File: config.mk
export PLATFORM = sky130hd
export DESIGN_NAME = tank_game_top
export DESIGN_NICKNAME = d
export VERILOG_FILES = /design/src/common/tank_game_pkg.sv /design/src/hw/frame_tick.sv /design/src/hw/seg7_decoder.sv /design/src/game/player_unit.sv /design/src/game/score_keeper.sv /design/src/game/game_control.sv /design/src/video/rect_filler.sv /design/src/hw/tank_game_top.sv
export VERILOG_INCLUDE_DIRS = /design/src /design/src/common
export SDC_FILE = /design/constraint.sdc
export NUM_CORES = 1
export LEC_CHECK = 0
export BUFFER_PORTS_ARGS = -buffer_cell sky130_fd_sc_hd__buf_2
export CAP_MARGIN = 20
export CORE_ASPECT_RATIO = 0.6
export CORE_UTILIZATION = 55
export CTS_CLUSTER_SIZE = 16
export DETAILED_ROUTE_END_ITERATION = 8
export PLACE_DENSITY = 0.72
export SYNTH_ARGS = -nofsm -noshare
export SYNTH_HDL_FRONTEND = slang
export SYNTH_HIERARCHICAL = 1
export SYNTH_SLANG_ARGS = --single-unit
File: constraint.sdc
create_clock -name CLOCK_50 -period 4.4 [get_ports CLOCK_50]
set_input_delay 0.22 -clock CLOCK_50 [delete_from_list [all_inputs] [get_ports CLOCK_50]]
set_output_delay 0.22 -clock CLOCK_50 [all_outputs]
set_load 0.02 [all_outputs]
File: src/common/tank_game_params.svh
`ifndef TANK_GAME_PARAMS_SVH
`define TANK_GAME_PARAMS_SVH

`define SCREEN_W 160
`define SCREEN_H 120

`define TANK_W 8
`define TANK_H 16
`define GUN_W 4
`define GUN_H 2
`define GUN_DY 3
`define BULLET_W 4
`define BULLET_H 2

`define P1_START_X 144
`define P1_START_Y 50
`define P1_MIN_X 123
`define P1_MAX_X 144
`define P2_START_X 8
`define P2_START_Y 50
`define P2_MIN_X 8
`define P2_MAX_X 30
`define TANK_MIN_Y 10
`define TANK_MAX_Y 100
`define BULLET_FAR 150

`define COL_BLACK 0
`define COL_P1 3
`define COL_P2 1
`define COL_HIT 5

`define WIN_SCORE 8
`define FRAME_CYCLES 833334

`endif

File: src/common/tank_game_pkg.sv
`default_nettype none

package tank_game_pkg;

	typedef logic [7:0] coord_t;
	typedef logic [14:0] pix_adr_t;	// y in [14:8], x in [7:0]
	typedef logic [2:0] colour_t;
	typedef logic [3:0] score_t;
	typedef logic [6:0] segs_t;	// Active low, segment g on bit 6

	typedef enum logic {
		P1,	// Right side, fires toward x 0
		P2	// Left side
	} player_e;

	// Frame sequencer states
	typedef enum logic [2:0] {
		ST_CLEAR,
		ST_DRAW,
		ST_IDLE,
		ST_ERASE,
		ST_STEP,
		ST_JUDGE,
		ST_SETTLE,
		ST_RESTART
	} ctrl_state_e;

endpackage

`default_nettype wire

File: src/hw/frame_tick.sv
`default_nettype none
`include "tank_game_params.svh"

module frame_tick #(
	parameter int frame_cycles = `FRAME_CYCLES
) (
	input wire CLOCK_50,
	input wire rst_n,
	output logic frame
);
	localparam int cnt_w = $clog2(frame_cycles + 1);

	logic [cnt_w-1:0] cnt;

	always_ff @(posedge CLOCK_50 or negedge rst_n) begin
		if (!rst_n) begin
			cnt <= cnt_w'(frame_cycles - 1);
			frame <= 1'b0;
		end else begin
			frame <= (cnt == '0);
			cnt <= (cnt == '0) ? cnt_w'(frame_cycles - 1) : cnt - 1'b1;	// Period is frame_cycles
		end
	end

endmodule

`default_nettype wire

File: src/hw/seg7_decoder.sv
`default_nettype none

module seg7_decoder (
	input wire tank_game_pkg::score_t digit,
	output tank_game_pkg::segs_t segs
);
	// Segments gfedcba, a lit segment is 0
	localparam tank_game_pkg::segs_t seg_table [16] = '{
		7'b100_0000,	// 0
		7'b111_1001,
		7'b010_0100,
		7'b011_0000,
		7'b001_1001,
		7'b001_0010,
		7'b000_0010,
		7'b111_1000,
		7'b000_0000,	// 8
		7'b001_1000,
		7'b000_1000,
		7'b000_0011,
		7'b100_0110,
		7'b010_0001,
		7'b000_0110,
		7'b000_1110	// F
	};

	assign segs = seg_table[digit];

endmodule

`default_nettype wire

File: src/game/player_unit.sv
`default_nettype none
`include "tank_game_params.svh"

module player_unit #(
	parameter tank_game_pkg::player_e player = tank_game_pkg::P1
) (
	input wire CLOCK_50,
	input wire rst_n,
	input wire restart,
	input wire step,
	input wire reload,
	input wire up,
	input wire down,
	input wire left,
	input wire right,
	input wire fire,
	output tank_game_pkg::coord_t tank_x,
	output tank_game_pkg::coord_t tank_y,
	output tank_game_pkg::coord_t bullet_x,
	output tank_game_pkg::coord_t bullet_y,
	output logic fired
);
	localparam bit is_p1 = (player == tank_game_pkg::P1);
	localparam tank_game_pkg::coord_t start_x = is_p1 ? `P1_START_X : `P2_START_X;
	localparam tank_game_pkg::coord_t start_y = is_p1 ? `P1_START_Y : `P2_START_Y;
	localparam tank_game_pkg::coord_t min_x = is_p1 ? `P1_MIN_X : `P2_MIN_X;
	localparam tank_game_pkg::coord_t max_x = is_p1 ? `P1_MAX_X : `P2_MAX_X;
	localparam tank_game_pkg::coord_t far_x = is_p1 ? 0 : `BULLET_FAR;
	localparam tank_game_pkg::coord_t gun_dy = `GUN_DY;

	tank_game_pkg::coord_t nx, ny;

	// P1 gun sits left of the tank, P2 gun right of it
	function automatic tank_game_pkg::coord_t gun_x_of(input tank_game_pkg::coord_t tx);
		return is_p1 ? tx - 8'(`GUN_W) : tx + 8'(`TANK_W);
	endfunction

	function automatic tank_game_pkg::coord_t advance(input tank_game_pkg::coord_t bx);
		return is_p1 ? bx - 8'd1 : bx + 8'd1;
	endfunction

	always_comb begin
		nx = tank_x;
		ny = tank_y;
		if (left && tank_x > min_x)
			nx = nx - 8'd1;
		if (right && tank_x < max_x)
			nx = nx + 8'd1;
		if (up && tank_y > 8'(`TANK_MIN_Y))
			ny = ny - 8'd1;
		if (down && tank_y < 8'(`TANK_MAX_Y))
			ny = ny + 8'd1;
	end

	always_ff @(posedge CLOCK_50 or negedge rst_n) begin
		if (!rst_n) begin
			tank_x <= start_x;
			tank_y <= start_y;
			bullet_x <= gun_x_of(start_x);
			bullet_y <= start_y + gun_dy;
			fired <= 1'b0;
		end else if (restart) begin
			tank_x <= start_x;
			tank_y <= start_y;
			bullet_x <= gun_x_of(start_x);
			bullet_y <= start_y + gun_dy;
			fired <= 1'b0;
		end else if (reload) begin	// Bullet hit the other tank
			bullet_x <= gun_x_of(tank_x);
			bullet_y <= tank_y + gun_dy;
			fired <= 1'b0;
		end else if (step) begin
			tank_x <= nx;
			tank_y <= ny;
			if (!fired) begin
				bullet_x <= fire ? advance(gun_x_of(nx)) : gun_x_of(nx);
				bullet_y <= ny + gun_dy;
				fired <= fire;
			end else if (bullet_x == far_x) begin	// Missed, back to the gun
				bullet_x <= gun_x_of(nx);
				bullet_y <= ny + gun_dy;
				fired <= 1'b0;
			end else
				bullet_x <= advance(bullet_x);
		end
	end

endmodule

`default_nettype wire

File: src/game/score_keeper.sv
`default_nettype none
`include "tank_game_params.svh"

module score_keeper (
	input wire CLOCK_50,
	input wire rst_n,
	input wire restart,
	input wire judge,
	input wire tank_game_pkg::coord_t p1_tank_x,
	input wire tank_game_pkg::coord_t p1_tank_y,
	input wire tank_game_pkg::coord_t p2_tank_x,
	input wire tank_game_pkg::coord_t p2_tank_y,
	input wire tank_game_pkg::coord_t p1_bullet_x,
	input wire tank_game_pkg::coord_t p1_bullet_y,
	input wire tank_game_pkg::coord_t p2_bullet_x,
	input wire tank_game_pkg::coord_t p2_bullet_y,
	input wire p1_fired,
	input wire p2_fired,
	output logic p1_reload,
	output logic p2_reload,
	output logic p1_hit,
	output logic p2_hit,
	output tank_game_pkg::score_t score_a,
	output tank_game_pkg::score_t score_b,
	output logic match_over
);
	logic hit_on_p1, hit_on_p2;

	// Bullet box against tank box
	function automatic logic overlap(input tank_game_pkg::coord_t bx, by, tx, ty);
		return (bx < tx + `TANK_W) && (bx + `BULLET_W > tx) &&
			(by < ty + `TANK_H) && (by + `BULLET_H > ty);
	endfunction

	assign hit_on_p1 = p2_fired && overlap(p2_bullet_x, p2_bullet_y, p1_tank_x, p1_tank_y);
	assign hit_on_p2 = p1_fired && overlap(p1_bullet_x, p1_bullet_y, p2_tank_x, p2_tank_y);
	assign match_over = (score_a == 4'(`WIN_SCORE)) || (score_b == 4'(`WIN_SCORE));

	always_ff @(posedge CLOCK_50 or negedge rst_n) begin
		if (!rst_n) begin
			{p1_reload, p2_reload, p1_hit, p2_hit} <= '0;
			score_a <= '0;
			score_b <= '0;
		end else begin
			p1_reload <= judge && !restart && hit_on_p2;	// Shooter reloads
			p2_reload <= judge && !restart && hit_on_p1;
			if (restart) begin
				p1_hit <= 1'b0;
				p2_hit <= 1'b0;
				score_a <= '0;
				score_b <= '0;
			end else if (judge) begin
				p1_hit <= hit_on_p1;
				p2_hit <= hit_on_p2;
				score_a <= score_a + 4'(hit_on_p2);
				score_b <= score_b + 4'(hit_on_p1);
			end
		end
	end

endmodule

`default_nettype wire

File: src/game/game_control.sv
`default_nettype none
`include "tank_game_params.svh"

module game_control (
	input wire CLOCK_50,
	input wire rst_n,
	input wire frame,
	input wire done,
	input wire match_over,
	input wire p1_hit,
	input wire p2_hit,
	input wire tank_game_pkg::coord_t p1_tank_x,
	input wire tank_game_pkg::coord_t p1_tank_y,
	input wire tank_game_pkg::coord_t p2_tank_x,
	input wire tank_game_pkg::coord_t p2_tank_y,
	input wire tank_game_pkg::coord_t p1_bullet_x,
	input wire tank_game_pkg::coord_t p1_bullet_y,
	input wire tank_game_pkg::coord_t p2_bullet_x,
	input wire tank_game_pkg::coord_t p2_bullet_y,
	output logic start,
	output tank_game_pkg::coord_t org_x,
	output tank_game_pkg::coord_t org_y,
	output tank_game_pkg::coord_t width,
	output tank_game_pkg::coord_t height,
	output tank_game_pkg::colour_t colour,
	output logic step,
	output logic judge,
	output logic restart
);
	localparam logic [2:0] last_sprite = 3'd5;

	tank_game_pkg::ctrl_state_e state;
	logic [2:0] idx;	// P1 tank, gun, bullet, then P2
	logic busy;	// Waiting on the filler
	logic fill;

	assign fill = (state == tank_game_pkg::ST_CLEAR) || (state == tank_game_pkg::ST_ERASE) ||
		(state == tank_game_pkg::ST_DRAW);
	assign start = fill && !busy;
	assign step = (state == tank_game_pkg::ST_STEP);
	assign judge = (state == tank_game_pkg::ST_JUDGE);
	assign restart = (state == tank_game_pkg::ST_RESTART);

	always_comb begin
		org_x = p1_tank_x;
		org_y = p1_tank_y;
		width = 8'(`TANK_W);
		height = 8'(`TANK_H);
		colour = p1_hit ? 3'(`COL_HIT) : 3'(`COL_P1);
		case (idx)
			3'd1: {org_x, org_y, width, height, colour} = {p1_tank_x - 8'(`GUN_W),
				p1_tank_y + 8'(`GUN_DY), 8'(`GUN_W), 8'(`GUN_H), 3'(`COL_P1)};
			3'd2: {org_x, org_y, width, height, colour} = {p1_bullet_x, p1_bullet_y,
				8'(`BULLET_W), 8'(`BULLET_H), 3'(`COL_P1)};
			3'd3: {org_x, org_y, colour} = {p2_tank_x, p2_tank_y,
				p2_hit ? 3'(`COL_HIT) : 3'(`COL_P2)};
			3'd4: {org_x, org_y, width, height, colour} = {p2_tank_x + 8'(`TANK_W),
				p2_tank_y + 8'(`GUN_DY), 8'(`GUN_W), 8'(`GUN_H), 3'(`COL_P2)};
			3'd5: {org_x, org_y, width, height, colour} = {p2_bullet_x, p2_bullet_y,
				8'(`BULLET_W), 8'(`BULLET_H), 3'(`COL_P2)};
			default: ;
		endcase
		if (state == tank_game_pkg::ST_CLEAR)
			{org_x, org_y, width, height} = {8'd0, 8'd0, 8'(`SCREEN_W), 8'(`SCREEN_H)};
		if (state != tank_game_pkg::ST_DRAW)
			colour = 3'(`COL_BLACK);	// Clear and erase
	end

	always_ff @(posedge CLOCK_50 or negedge rst_n) begin
		if (!rst_n) begin
			state <= tank_game_pkg::ST_CLEAR;
			idx <= '0;
			busy <= 1'b0;
		end else begin
			if (start)
				busy <= 1'b1;
			if (fill && done) begin
				busy <= 1'b0;
				idx <= (state == tank_game_pkg::ST_CLEAR || idx == last_sprite) ? 3'd0 : idx + 3'd1;
			end
			case (state)
				tank_game_pkg::ST_CLEAR:
					if (done)
						state <= tank_game_pkg::ST_DRAW;
				tank_game_pkg::ST_DRAW:
					if (done && idx == last_sprite)
						state <= match_over ? tank_game_pkg::ST_RESTART : tank_game_pkg::ST_IDLE;
				tank_game_pkg::ST_IDLE:
					if (frame)
						state <= tank_game_pkg::ST_ERASE;
				tank_game_pkg::ST_ERASE:
					if (done && idx == last_sprite)
						state <= tank_game_pkg::ST_STEP;
				tank_game_pkg::ST_STEP: state <= tank_game_pkg::ST_JUDGE;
				tank_game_pkg::ST_JUDGE: state <= tank_game_pkg::ST_SETTLE;
				tank_game_pkg::ST_SETTLE: state <= tank_game_pkg::ST_DRAW;	// Reload lands
				default: state <= tank_game_pkg::ST_CLEAR;
			endcase
		end
	end

endmodule

`default_nettype wire

File: src/video/rect_filler.sv
`default_nettype none

module rect_filler (
	input wire CLOCK_50,
	input wire rst_n,
	input wire start,
	input wire tank_game_pkg::coord_t org_x,
	input wire tank_game_pkg::coord_t org_y,
	input wire tank_game_pkg::coord_t width,
	input wire tank_game_pkg::coord_t height,
	input wire tank_game_pkg::colour_t colour,
	input wire wb_ack,
	output logic done,
	output logic wb_cyc,
	output logic wb_stb,
	output logic wb_we,
	output tank_game_pkg::pix_adr_t wb_adr,
	output tank_game_pkg::colour_t wb_dat
);
	tank_game_pkg::coord_t cur_x, cur_y, left_x, last_x, last_y;
	logic active;
	logic last_pix;

	assign wb_cyc = active;
	assign wb_stb = active;
	assign wb_we = active;
	assign wb_adr = {cur_y[6:0], cur_x};
	assign last_pix = (cur_x == last_x) && (cur_y == last_y);

	always_ff @(posedge CLOCK_50 or negedge rst_n) begin
		if (!rst_n) begin
			active <= 1'b0;
			done <= 1'b0;
		end else begin
			done <= active && wb_ack && last_pix;
			if (start && !active)
				active <= 1'b1;
			else if (wb_ack && last_pix)
				active <= 1'b0;	// Cycle ends after the last pixel
		end
	end

	always_ff @(posedge CLOCK_50) begin
		if (start && !active) begin
			cur_x <= org_x;
			cur_y <= org_y;
			left_x <= org_x;
			last_x <= org_x + width - 8'd1;
			last_y <= org_y + height - 8'd1;
			wb_dat <= colour;
		end else if (active && wb_ack) begin
			cur_x <= (cur_x == last_x) ? left_x : cur_x + 8'd1;	// x runs fastest
			if (cur_x == last_x)
				cur_y <= cur_y + 8'd1;
		end
	end

endmodule

`default_nettype wire

File: src/hw/tank_game_top.sv
`default_nettype none
`include "tank_game_params.svh"

module tank_game_top #(
	parameter int frame_cycles = `FRAME_CYCLES
) (
	input wire CLOCK_50,
	input wire rst_n,
	input wire p1_up,
	input wire p1_down,
	input wire p1_left,
	input wire p1_right,
	input wire p1_fire,
	input wire p2_up,
	input wire p2_down,
	input wire p2_left,
	input wire p2_right,
	input wire p2_fire,
	input wire wb_ack,
	output logic wb_cyc,
	output logic wb_stb,
	output logic wb_we,
	output tank_game_pkg::pix_adr_t wb_adr,
	output tank_game_pkg::colour_t wb_dat,
	output tank_game_pkg::segs_t hex0,
	output tank_game_pkg::segs_t hex1
);
	logic frame, start, done, step, judge, restart, match_over;
	logic p1_hit, p2_hit, p1_reload, p2_reload, p1_fired, p2_fired;
	tank_game_pkg::coord_t p1_tank_x, p1_tank_y, p1_bullet_x, p1_bullet_y;
	tank_game_pkg::coord_t p2_tank_x, p2_tank_y, p2_bullet_x, p2_bullet_y;
	tank_game_pkg::coord_t org_x, org_y, width, height;
	tank_game_pkg::colour_t colour;
	tank_game_pkg::score_t score_a, score_b;

	frame_tick #(.frame_cycles(frame_cycles)) tick0 (.CLOCK_50, .rst_n, .frame);

	player_unit #(.player(tank_game_pkg::P1)) p1_unit (
		.CLOCK_50, .rst_n, .restart, .step, .reload(p1_reload),
		.up(p1_up), .down(p1_down), .left(p1_left), .right(p1_right), .fire(p1_fire),
		.tank_x(p1_tank_x), .tank_y(p1_tank_y),
		.bullet_x(p1_bullet_x), .bullet_y(p1_bullet_y), .fired(p1_fired)
	);

	player_unit #(.player(tank_game_pkg::P2)) p2_unit (
		.CLOCK_50, .rst_n, .restart, .step, .reload(p2_reload),
		.up(p2_up), .down(p2_down), .left(p2_left), .right(p2_right), .fire(p2_fire),
		.tank_x(p2_tank_x), .tank_y(p2_tank_y),
		.bullet_x(p2_bullet_x), .bullet_y(p2_bullet_y), .fired(p2_fired)
	);

	score_keeper score0 (
		.CLOCK_50, .rst_n, .restart, .judge,
		.p1_tank_x, .p1_tank_y, .p2_tank_x, .p2_tank_y,
		.p1_bullet_x, .p1_bullet_y, .p2_bullet_x, .p2_bullet_y, .p1_fired, .p2_fired,
		.p1_reload, .p2_reload, .p1_hit, .p2_hit, .score_a, .score_b, .match_over
	);

	game_control ctrl0 (
		.CLOCK_50, .rst_n, .frame, .done, .match_over, .p1_hit, .p2_hit,
		.p1_tank_x, .p1_tank_y, .p2_tank_x, .p2_tank_y,
		.p1_bullet_x, .p1_bullet_y, .p2_bullet_x, .p2_bullet_y,
		.start, .org_x, .org_y, .width, .height, .colour, .step, .judge, .restart
	);

	rect_filler filler0 (
		.CLOCK_50, .rst_n, .start, .org_x, .org_y, .width, .height, .colour, .wb_ack,
		.done, .wb_cyc, .wb_stb, .wb_we, .wb_adr, .wb_dat
	);

	seg7_decoder hex0_dec (.digit(score_a), .segs(hex0));	// P1 score
	seg7_decoder hex1_dec (.digit(score_b), .segs(hex1));	// P2 score

endmodule

`default_nettype wire

==> impl_metrics.xml <==
<?xml version="1.0" encoding="UTF-8"?>
<metrics>
  <group name="pwr">
    <metric name="p_leak" unit="nW">6.98</metric>
    <metric name="seq_power_share" unit="%">45.3</metric>
    <metric name="internal_power" unit="mW">2.43</metric>
    <metric name="power.net_switching" unit="uW">798</metric>
    <metric name="power_per_cell_area" unit="nW/um2">199</metric>
    <metric name="combinational_fraction_of_design_power" unit="%">6.1</metric>
    <metric name="share_clk_of_total_power" unit="%">48.5</metric>
    <metric name="power.switching_fraction" unit="%">24.7</metric>
    <metric name="design_power_total" unit="mW">3.23</metric>
    <metric name="ir_drop" unit="mV">0.193</metric>
  </group>
  <group name="sta">
    <metric name="fin_worst_skew" unit="ns">0.0115</metric>
    <metric name="timing_hold_violations_final" unit="">0</metric>
    <metric name="timing.final.ws_setup" unit="ns">0.355</metric>
    <metric name="max_slew.worst_pin.slew" unit="ns">1.08</metric>
    <metric name="max_clock_freq" unit="GHz">0.247</metric>
    <metric name="finalSetupViolations" unit="">0</metric>
    <metric name="maxSlewViolCount" unit="">0</metric>
    <metric name="post-route-min-period" unit="ns">4.05</metric>
    <metric name="timing.max_slew.rel_slack" unit="%">28.1</metric>
    <metric name="timing.hold.ws" unit="ns">0.147</metric>
    <metric name="finalSetupTns" unit="ns">0</metric>
    <metric name="grt_setup_unrepaired" unit="">no</metric>
    <metric name="min_period_over_period" unit="%">91.9</metric>
  </group>
  <group name="yosys">
    <metric name="ys.warnings.count" unit="">6</metric>
    <metric name="syn_area" unit="um2">15000</metric>
    <metric name="number_of_synthesized_register_bits" unit="">151</metric>
    <metric name="synth_top_area_share" unit="%">12.5</metric>
    <metric name="synth_ff_type" unit="">dfrtp_1</metric>
    <metric name="synth.yosys.seq_area_share" unit="%">26.9</metric>
    <metric name="area_contributors_post_synth" unit="">dfrtp_1 (12%), ha_1 (12%), edfxtp_1 (8.6%)</metric>
    <metric name="synth_async_sr_flop_share" unit="%">71.5</metric>
    <metric name="synth_cell_type_count" unit="">122</metric>
    <metric name="yosysTopAreaCell" unit="">dfrtp_1</metric>
    <metric name="post_synthesis_average_cell_area" unit="um2">8.50</metric>
    <metric name="synth-edff-count" unit="">43</metric>
    <metric name="post_synthesis_cells" unit="">1767</metric>
  </group>
  <group name="routing">
    <metric name="route.met3.wl" unit="um">5090</metric>
    <metric name="avgRoutedWirePerCell" unit="um">19.9</metric>
    <metric name="met2_length" unit="um">16800</metric>
    <metric name="post-route-drc-count" unit="">0</metric>
    <metric name="postRouteWirelength" unit="um">43400</metric>
    <metric name="detailedRoute.firstPassIterationCount" unit="">8</metric>
    <metric name="detailroute.via_count" unit="">13800</metric>
    <metric name="detailed_route_vias_per_instance" unit="">6.35</metric>
    <metric name="wl_met1" unit="um">20800</metric>
    <metric name="topRoutingLayerUsed" unit="">met4</metric>
    <metric name="drt_iter0_drc" unit="">1776</metric>
    <metric name="drtAntennaViolNets" unit="">0</metric>
  </group>
  <group name="clocking">
    <metric name="cts_resized" unit="">0</metric>
    <metric name="clock_sink_count" unit="">151</metric>
    <metric name="clock_insertion_delay_worst_skew" unit="ns">0.46</metric>
    <metric name="tritoncts" unit="">yes</metric>
    <metric name="clock_path_buffers" unit="">2</metric>
    <metric name="cts.clk_slew.worst_paths" unit="ns">0.07</metric>
    <metric name="clock_tree.root_cell" unit="">clkbuf_16</metric>
    <metric name="cts-buffers-inserted" unit="">17</metric>
    <metric name="htree_num_levels" unit="">4</metric>
  </group>
  <group name="worst_setup_path">
    <metric name="cp-end-kind" unit="">register</metric>
    <metric name="timing.rr.start" unit="">p2_unit/tank_x[6]</metric>
    <metric name="startpoint_type" unit="">register</metric>
    <metric name="critical_path.max_fanout" unit="">11</metric>
    <metric name="logic_depth_of_the_worst_register_to_register_path" unit="">16</metric>
    <metric name="worst_setup_path_startpoint" unit="">p2_unit/tank_x[6]</metric>
    <metric name="worstReg2RegEnd" unit="">p2_unit/bullet_x[7]</metric>
    <metric name="worstSetupPathType" unit="">register to register</metric>
    <metric name="ff2ff_setup_slack" unit="ns">0.35</metric>
    <metric name="arrival" unit="ns">4.40</metric>
    <metric name="worst-endpoint-required" unit="ns">4.75</metric>
  </group>
  <group name="floorplanning">
    <metric name="initial_util" unit="%">56.5</metric>
    <metric name="ioPinCount" unit="">48</metric>
    <metric name="die_height" unit="um">130</metric>
    <metric name="coreArea" unit="um2">26600</metric>
    <metric name="dieWidth" unit="um">215</metric>
    <metric name="fp.dieArea" unit="um2">28000</metric>
    <metric name="placementRows" unit="">46</metric>
  </group>
  <group name="flow_run">
    <metric name="drv.max_cap_violation_count" unit="">0</metric>
  </group>
  <group name="hold_path">
    <metric name="worst_hold_startpoint" unit="">wb_ack</metric>
    <metric name="worst_hold_path.num_cells" unit="">3</metric>
    <metric name="hp-class" unit="">primary input to register</metric>
    <metric name="worst_hold_path.endpoint" unit="">filler0/done</metric>
  </group>
  <group name="global_route">
    <metric name="first_global_vias" unit="">12700</metric>
    <metric name="grt_pass1_wl" unit="um">69400</metric>
    <metric name="grt_util_all_layers" unit="%">31.5</metric>
    <metric name="grt_max_degree" unit="">56</metric>
    <metric name="gr-total-overflow" unit="">0</metric>
    <metric name="antenna_found_initial" unit="">0</metric>
  </group>
  <group name="finish">
    <metric name="finalInstanceArea" unit="um2">16200</metric>
    <metric name="finish.net_count" unit="">1969</metric>
    <metric name="synth_to_final_area_change" unit="%">8.06</metric>
    <metric name="layout.cells.most_common" unit="">nand2_1</metric>
    <metric name="non_filler_cells_in_the_finished_layout" unit="">2177</metric>
    <metric name="fraction_of_layout_cells_with_a_size_suffix_above_1" unit="%">12.9</metric>
    <metric name="fin_util" unit="%">61.0</metric>
    <metric name="mostFrequentLayoutCells" unit="">nand2_1 (164), inv_1 (158), ha_1 (150), nor2_1 (114), xnor2_1 (97)</metric>
    <metric name="insertedDiodeCount" unit="">0</metric>
  </group>
  <group name="place">
    <metric name="placed_area" unit="um2">15600</metric>
    <metric name="preCtsSetupSlack" unit="ns">0.416</metric>
    <metric name="finalWeightedCongestion" unit="">1.03</metric>
    <metric name="dp_hpwl" unit="um">33000</metric>
    <metric name="numPortBuffers" unit="">47</metric>
    <metric name="placed_cells" unit="">2144</metric>
  </group>
  <group name="status">
    <metric name="status" unit="">finished, final reports clean</metric>
  </group>
</metrics>
==> power by group through the flow <==
stage / registers [mW] / logic, mW / clock network, mW
after global routing: 1.47 / 0.222 / 1.67
after CTS: 1.47 / 0.198 / 1.60
after floorplan: 1.50 / 0.122 / 0
after global placement: 1.49 / 0.191 / 0
final: 1.47 / 0.198 / 1.57
after detailed placement: 1.49 / 0.195 / 0
==> per-layer routing <==
layer	track usage, %	vias up
li1	-	6485
met1	47.5	6574
met2	42.9	700
met3	10.1	61
met4	7.09	0
met5	0	-
==> layout make-up <==
cell class	instances	area, um2
clock buffer	17	425
clock inverter	15	191
fill	2323	10400
inverter	167	627
multi-input combinational	1376	9930
sequential	151	4040
tap	360	450
timing repair buffer	91	571
==> flip-flops by register name, summed over array words and instances (netlist names), 8 cells and up <==
signal / count
filler0/cur_y: 8
p2_unit/tank_x: 8
p2_unit/bullet_x: 8
filler0/last_y: 8
filler0/last_x: 8
p1_unit/bullet_x: 8
tick0/cnt: 20
filler0/left_x: 8
p1_unit/tank_x: 8
p1_unit/tank_y: 8
filler0/cur_x: 8
p2_unit/bullet_y: 8
p2_unit/tank_y: 8
p1_unit/bullet_y: 8
==> critical path: stages (launching register included) <==
cell and delay (ns):
dfrtp_1 0.55, or4_1 0.61, a21oi_1 0.28, nor3_1 0.12, nor2_1 0.16, inv_1 0.07
ha_1 0.21, nand2_1 0.12, nor2_1 0.07, xnor2_1 0.12, buf_4 0.15, ha_1 0.22
xnor3_1 0.43, nand3_1 0.11, nor3b_1 0.23, mux2_2 0.36, o211a_1 0.13
==> timing repair <==
action                                 in CTS  in global routing
hold buffers                                1                  0
endpoints found under the hold margin      20                  0
setup endpoints to repair                   0                  0
setup buffers                               0                  0
==> worst max path at each step <==
| stage | endpoint | slack (ns) | depth (start not counted) |
|---|---|---|---|
| after CTS | p2_unit/bullet_x[7] | 0.39 | 16 |
| after detailed placement | p2_unit/bullet_x[7] | 0.42 | 16 |
| final | p2_unit/bullet_x[7] | 0.35 | 16 |
| after global routing | p2_unit/bullet_x[7] | 0.11 | 16 |
| after floorplan | p2_unit/bullet_x[7] | 0.61 | 15 |
| after global placement | p2_unit/bullet_x[7] | 0.59 | 16 |
==> Yosys cell counts (11+ instances only) <==
library cell and count:
nor2_1 114, nor3_1 38, a31oi_1 22, o21ai_1 13, dfstp_2 33, a222oi_1 15, o21a_1 21, nand2_1 164
xor2_1 57, inv_1 159, o22ai_1 19, edfxtp_1 43, a211oi_1 14, nor2b_1 21, o211ai_1 23, nand2b_1 17
and3_1 22, a21oi_1 87, nor4_1 20, xnor2_1 97, clkbuf_1 36, buf_2 11, mux2i_1 23, buf_4 25
dfrtp_1 75, o31ai_1 21, o21ai_0 78, nand3_1 59, and2_1 13, or3_1 16, nand4_1 25, ha_1 150
==> logic make-up (layout without fill, tap and decap cells) <==
kind of cell             after synthesis  count (layout)  synth area share [%]
AO/OA/AOI/OAI                        438             438                  20.7
XOR/XNOR                             157             157                  9.44
adder cells (fa/ha/maj)              152             152                  12.8
buffers and inverters                246             290                  7.16
flip-flops                           151             151                  26.9
multiplexers                          34              34                  2.42
other                                  1               7                0.0250
AND/OR/NAND/NOR                      588             588                  20.6
No activity file was read; power rests on OpenSTA's default activity.
